[src/source/boa_pkg.sv]
`default_nettype none

// Shared types and constants of the memory-access stage.
package boa_pkg;

    // Data word.
    typedef logic [31:0] xlen_t;
    // Instruction address, bit 0 implied.
    typedef logic [31:1] pc_t;
    // Instruction word.
    typedef logic [31:0] insn_t;
    // Trap cause code.
    typedef logic [3:0]  cause_t;
    // Byte write strobe.
    typedef logic [3:0]  wmask_t;

    // Major opcodes, instruction bits 6:2.
    localparam logic [4:0] RV_OP_LOAD  = 5'b00000;
    localparam logic [4:0] RV_OP_STORE = 5'b01000;

    // Access width codes from funct3.
    localparam logic [2:0] F3_B  = 3'b000;
    localparam logic [2:0] F3_H  = 3'b001;
    localparam logic [2:0] F3_W  = 3'b010;
    localparam logic [2:0] F3_BU = 3'b100;
    localparam logic [2:0] F3_HU = 3'b101;

    // Trap causes raised by this stage.
    localparam cause_t CAUSE_LOAD_MISALIGN  = 4'd4;
    localparam cause_t CAUSE_STORE_MISALIGN = 4'd6;

    // Data memory geometry and timing.
    localparam int DMEM_ABITS   = 8;
    localparam int DMEM_LATENCY = 2;
    // Width of the response countdown.
    localparam int DMEM_CBITS   = $clog2(DMEM_LATENCY + 1);

    // Word index into the data memory.
    typedef logic [DMEM_ABITS-1:0] dmem_addr_t;

endpackage

`default_nettype wire
[src/source/boa_stage_mem.sv]
`timescale 1ns/1ps
`default_nettype none

// MEM pipeline stage: data memory access and MEM/WB barrier.
module boa_stage_mem import boa_pkg::*; (
    input  logic       clk,
    input  logic       rst,
    // Flush the stage.
    input  logic       clear,
    // Hold from the hazard unit.
    input  logic       stall,
    // EX/MEM record.
    input  logic       d_valid,
    input  pc_t        d_pc,
    input  insn_t      d_insn,
    input  logic       d_use_rd,
    input  xlen_t      d_rs1_val,
    input  xlen_t      d_rs2_val,
    input  logic       d_trap,
    input  cause_t     d_cause,
    output logic       d_ready,
    // MEM/WB record.
    output logic       q_valid,
    output pc_t        q_pc,
    output insn_t      q_insn,
    output logic       q_use_rd,
    output xlen_t      q_rd_val,
    output logic       q_trap,
    output cause_t     q_cause,
    // Data memory bus.
    output logic       req_valid,
    output logic       req_we,
    output dmem_addr_t req_addr,
    output wmask_t     req_wmask,
    output xlen_t      req_wdata,
    input  logic       req_ready,
    input  logic       resp_valid,
    input  xlen_t      resp_rdata
);
    logic  is_load;
    logic  is_store;
    logic  misaligned;
    xlen_t load_val;
    // Record raises a misalignment trap here.
    logic  mem_trap;
    // Record still needs a bus access.
    logic  needs_mem;
    // A request for the current record was accepted.
    logic  issued;
    // Response arrived under stall and waits here.
    logic  resp_held;
    xlen_t held_rdata;
    // Response available to finish the record.
    logic  resp_ok;
    // Record moves into the barrier.
    logic  xfer;

    // Decode from the major opcode.
    assign is_load  = d_insn[6:2] == RV_OP_LOAD;
    assign is_store = d_insn[6:2] == RV_OP_STORE;

    boa_mem_align align_i (
        .funct3     (d_insn[14:12]),
        .is_store   (is_store),
        .addr       (d_rs1_val),
        .wdata      (d_rs2_val),
        .rdata      (resp_held ? held_rdata : resp_rdata),
        .word_addr  (req_addr),
        .wmask      (req_wmask),
        .wdata_lane (req_wdata),
        .load_val   (load_val),
        .misaligned (misaligned)
    );

    assign mem_trap  = d_valid && !d_trap && (is_load || is_store) && misaligned;
    assign needs_mem = d_valid && !d_trap && (is_load || is_store) && !misaligned;

    // One request per record, none while flushing.
    assign req_valid = needs_mem && !issued && !clear;
    assign req_we    = is_store;

    assign resp_ok = resp_held || (issued && resp_valid);
    assign d_ready = !stall && (!needs_mem || resp_ok);
    assign xfer    = d_valid && d_ready;

    // Bus progress for the current record.
    always_ff @(posedge clk) begin
        if (rst || clear) begin
            issued    <= 1'b0;
            resp_held <= 1'b0;
        end else if (xfer) begin
            issued    <= 1'b0;
            resp_held <= 1'b0;
        end else begin
            if (req_valid && req_ready) begin
                issued <= 1'b1;
            end
            // Park the response until the stall lifts.
            if (issued && resp_valid) begin
                resp_held <= 1'b1;
            end
        end
    end

    // Held response word.
    always_ff @(posedge clk) begin
        if (issued && resp_valid && !resp_held) begin
            held_rdata <= resp_rdata;
        end
    end

    // Barrier control bits.
    always_ff @(posedge clk) begin
        if (rst || clear || stall) begin
            q_valid <= 1'b0;
            q_trap  <= 1'b0;
        end else begin
            q_valid <= xfer && !d_trap && !mem_trap;
            q_trap  <= xfer && (d_trap || mem_trap);
        end
    end

    // Barrier payload.
    always_ff @(posedge clk) begin
        if (xfer) begin
            q_pc     <= d_pc;
            q_insn   <= d_insn;
            q_use_rd <= d_use_rd;
            q_rd_val <= is_load ? load_val : d_rs1_val;
            // Earlier trap keeps its own cause.
            if (d_trap) begin
                q_cause <= d_cause;
            end else begin
                q_cause <= is_store ? CAUSE_STORE_MISALIGN : CAUSE_LOAD_MISALIGN;
            end
        end
    end

endmodule

`default_nettype wire

[src/source/boa_mem_align.sv]
`timescale 1ns/1ps
`default_nettype none

// Byte-lane steering for stores and extraction for loads.
module boa_mem_align import boa_pkg::*; (
    // Access width code.
    input  logic [2:0] funct3,
    // Store access; a load otherwise.
    input  logic       is_store,
    // Byte address.
    input  xlen_t      addr,
    // Store data, right-aligned.
    input  xlen_t      wdata,
    // Raw word from the memory.
    input  xlen_t      rdata,
    // Word index for the memory.
    output dmem_addr_t word_addr,
    // Byte strobe, zero for loads.
    output wmask_t     wmask,
    // Store data placed on its lanes.
    output xlen_t      wdata_lane,
    // Extended load result.
    output xlen_t      load_val,
    // Access crosses its natural boundary.
    output logic       misaligned
);
    // Byte offset within the word.
    logic [1:0] offset;
    // Strobe before the store qualifier.
    wmask_t     lane_mask;
    // Response shifted down to the addressed byte.
    xlen_t      shifted;

    assign offset    = addr[1:0];
    assign word_addr = addr[DMEM_ABITS+1:2];
    assign wmask     = is_store ? lane_mask : '0;
    assign shifted   = rdata >> {offset, 3'b000};

    // Store steering and alignment check.
    always_comb begin
        case (funct3)
            F3_B, F3_BU: begin
                // Any byte address is fine.
                lane_mask  = wmask_t'(4'b0001 << offset);
                wdata_lane = {4{wdata[7:0]}};
                misaligned = 1'b0;
            end
            F3_H, F3_HU: begin
                lane_mask  = wmask_t'(4'b0011 << offset);
                wdata_lane = {2{wdata[15:0]}};
                misaligned = offset[0];
            end
            default: begin
                // Word, and unused codes treated alike.
                lane_mask  = 4'b1111;
                wdata_lane = wdata;
                misaligned = offset != 2'b00;
            end
        endcase
    end

    // Load extraction with sign or zero fill.
    always_comb begin
        case (funct3)
            F3_B:    load_val = {{24{shifted[7]}}, shifted[7:0]};
            F3_BU:   load_val = {24'b0, shifted[7:0]};
            F3_H:    load_val = {{16{shifted[15]}}, shifted[15:0]};
            F3_HU:   load_val = {16'b0, shifted[15:0]};
            default: load_val = rdata;
        endcase
    end

endmodule

`default_nettype wire

[config.mk]
export PLATFORM = sky130hd
export DESIGN_NAME = boa_stage_mem
export DESIGN_NICKNAME = d
export VERILOG_FILES = /design/src/source/boa_pkg.sv /design/src/source/boa_stage_mem.sv /design/src/source/boa_mem_align.sv
export SDC_FILE = /design/constraint.sdc
export NUM_CORES = 1
export LEC_CHECK = 0
export BUFFER_PORTS_ARGS = -buffer_cell sky130_fd_sc_hd__buf_2
export CORE_MARGIN = 2
export CORE_UTILIZATION = 41
export DETAILED_ROUTE_END_ITERATION = 10
export GPL_ROUTABILITY_DRIVEN = 0
export GPL_TIMING_DRIVEN = 0
export PLACE_DENSITY = 0.77
export REMOVE_ABC_BUFFERS = 1
export SYNTH_ARGS = -nofsm -noshare
export SYNTH_HDL_FRONTEND = slang
export SYNTH_SLANG_ARGS = --single-unit
[constraint.sdc]
create_clock -name clk -period 6.6 [get_ports clk]
set_input_delay 1.65 -clock clk [delete_from_list [all_inputs] [get_ports clk]]
set_output_delay 1.65 -clock clk [all_outputs]
set_load 0.02 [all_outputs]
==> key figures <==
Status
  • Run status: finished, final reports clean

Cells and area
  • Layout cells sized above 1: 56.1%
  • Antenna Diode Count: 0
  • Area grow syn2layout: 37.2%
  • Finished Core Util: 57.8%
  • # fillers: 1174
  • FF/Latch Area: 0.00405 mm^2
  • Final-stage net count: 897
  • Multi-input gate area: 0.00182 mm^2

STA
  • Sum Neg Setup Slack: 0 ns
  • Final hold slack: 0.629 ns
  • Final Skew: 0.00947 ns
  • PnR worst setup slack: 1.48 ns
  • Period utilization: 77.6%
  • Final setup viols: 0
  • Max Clock Freq: 195 MHz
  • Slew headroom: 29.7%
  • Slew Limit Fails: 0
  • Hold Vio Cnt, Final: 0
  • Fin crit period: 5.12 ns
  • Unrepaired setup endpoints after global routing: false
  • Worst slew pin tran: 1.05 ns

Setup path
  • Critical Path AT: 3.47 ns
  • R2R setup slack: 3.72 ns
  • Worst path cell trace: buf_2 > nand2b_1 > nand2_1 > a21oi_1 > nor2_1 > buf_2
  • Crit-path slowest cell: buf_2
  • Worst r2r src: resp_held
  • Slowest stage delay, CP: 0.78 ns
  • Crit-path max FO: 57
  • CP most frequent cell: buf_2
  • Setup crit end kind: output pin
  • Reg-to-Reg End: q_insn[31]
  • Startpoint types: primary input
  • Worst reg2reg path depth: 6
  • WP data required: 4.95 ns
  • Kind of critical path: in -> out

Synthesis
  • Post-Synthesis Cell Area: 0.00612 mm^2
  • YS warnings: 0
  • Register bit total from synthesis: 136
  • Ys flop type: edfxtp_1
  • Top cells by count, synth: edfxtp_1 (132), mux2_2 (39), nand2_1 (36)
  • Area share of the largest cell type after synthesis: 64.8%
  • Asr flop ratio synth: 0%
  • Most frequent cell after synthesis: edfxtp_1
  • Avg Inst Size Synth: 14.5 um^2
  • EDFF count, synth: 132
  • Synth Instances: 422
  • Seq/Total Area, Yosys: 66.1%
  • Dominant cell type by area after synthesis: edfxtp_1
  • Post-synthesis cell type count: 43
  • Synth area leaders: edfxtp_1 (65%), mux2_2 (7.2%), mux2i_1 (3.1%)

Routing
  • Routed len/inst: 19.2 um
  • Vias/cell: 5.27
  • Initial drt markers: 272
  • Overall routed net length: 17700 um
  • Vias post-DR: 4860
  • Number of detailed-routing iterations run before antenna repair: 5
  • Post-DRT Antenna Nets: 0
  • Drt drc: 0

Clock tree
  • H-Tree Level Count: 4
  • CTS tree: yes
  • TritonCTS Sinks: 136
  • Post-CTS Hold Fix Bufs: 0
  • Skew-Pair Late Insertion Delay: 0.41 ns
  • Setup Buffers After CTS: 0
  • TritonCTS Buffers: 17
  • Clock slew at reported path FFs: 0.06 ns
  • Resize count post-CTS: 0
  • Clk buf depth: 2
  • CTS Root Cell: clkbuf_16

Floorplanning
  • Chip height: 126 um
  • Die Wd: 126 um
  • Die area: 0.0159 mm^2
  • Initial Utilization: 42.1%
  • IO Pins: 321
  • # rows: 44
  • Core ar.: 0.0145 mm^2

Min path
  • Worst Hold Depth: 2
  • Hold Crit Endpoint: issued
  • Hold path startpoint: issued
  • Worst hold path class: reg -> reg

Global route
  • First-pass GRT wire length: 26500 um
  • Gr usage total: 21.8%
  • Vias in the first global route: 4888
  • Total gr overflow: 0
  • Initial antenna violation count: 1
  • Pin count of the biggest net entering global routing: 58

Power
  • Max IR drop VDD: 0.170 mV
  • Power per cell area: 265 mW/mm^2
  • Static Leak: 3.46 nW

Placement
  • Place WS: 1.48 ns
  • Port Buffers: 320
  • Dpl hpwl: 13300 um

Run
  • Max-Cap Viols: 0
-- metrics by stage --
stage	std cells	cell area [um^2]	total power [mW]
after floorplan	379	5850	1.18
after global placement	883	7680	1.33
after detailed placement	890	7830	1.34
after CTS	922	8400	2.25
after global routing	922	8400	2.30
final	922	8400	2.23
-- report_power, final --
group / switching (mW) / internal, mW
sequential: 0.0103 / 0.997
clock: 0.379 / 0.526
combinational: 0.192 / 0.123
total: 0.582 / 1.65
-- kinds of logic (layout without fill, tap and decap cells) --
group	count (synthesis)	count (layout)	share of synthesized area [%]
multiplexers	67	67	13.5
AND/OR/NAND/NOR	89	89	6.52
buffers and inverters	47	363	4.58
AO/OA/AOI/OAI	83	83	9.33
flip-flops	136	136	66.1
-- layout make-up --
| cell class | count | share of cell area (%) |
|---|---|---|
| inverters | 4 | 0.179 |
| clock buffers | 17 | 5.07 |
| clock inverters | 15 | 1.70 |
| multi-input cells | 239 | 21.7 |
| flip-flops and latches | 136 | 48.2 |
| repair buffers | 327 | 20.4 |
| well taps | 184 | 2.74 |
-- placed cells by master (no fill, tap or decap), types with 3 or more instances in the layout --
cell        netlist  final
a21oi_1           5      5
a22oi_1           7      7
a31oi_1          25     25
a41oi_1           3      3
buf_2             7    320
buf_8             0      5
clkbuf_16         0     17
clkinvlp_4        0      4
dfxtp_1           4      3
edfxtp_1        132    132
inv_1             3      3
inv_6             0      5
mux2_2           39     39
mux2i_1          19     19
mux4_2            8      8
nand2_1          36     36
nand2b_1          4      4
nor2_1           33     32
nor2b_1           4      3
o21ai_0          16     16
o22a_1           13     13
o22ai_1           6      6
-- state kept, by name, indices dropped and copies added (netlist names) --
signal / flops
held_rdata: 32
issued: 1
q_cause: 4
q_insn: 32
q_pc: 31
q_rd_val: 32
q_trap: 1
q_use_rd: 1
q_valid: 1
resp_held: 1
-- worst max-delay path, delay by kind of cell --
family | cells | cell delay, ns
AOI/OAI and AO/OA | 1 | 0.16
buffers and inverters | 2 | 0.94
and+or+nand+nor | 3 | 0.71
-- routing by layer --
metal	GRT usage [%]	part of all wire (%)	vias up	wire length, um
met2	39.2	52	290	9280
met4	9.31	2.2	2	398
met1	25.0	38	2298	6710
met5	0	0.062	-	11
met3	4.80	7.3	33	1300
li1	-	-	2237	-
-- how the worst max path moves through the flow --
stage	from	depth (start not counted)	endpoint
final	d_insn[13]	6	req_wmask[3]
after CTS	d_insn[13]	6	req_wmask[3]
after detailed placement	d_insn[13]	6	req_wmask[3]
after floorplan	d_insn[12]	4	q_valid
after global routing	d_insn[13]	6	req_wmask[1]
after global placement	d_insn[13]	5	q_valid
Power figures use the tool's default switching activity.
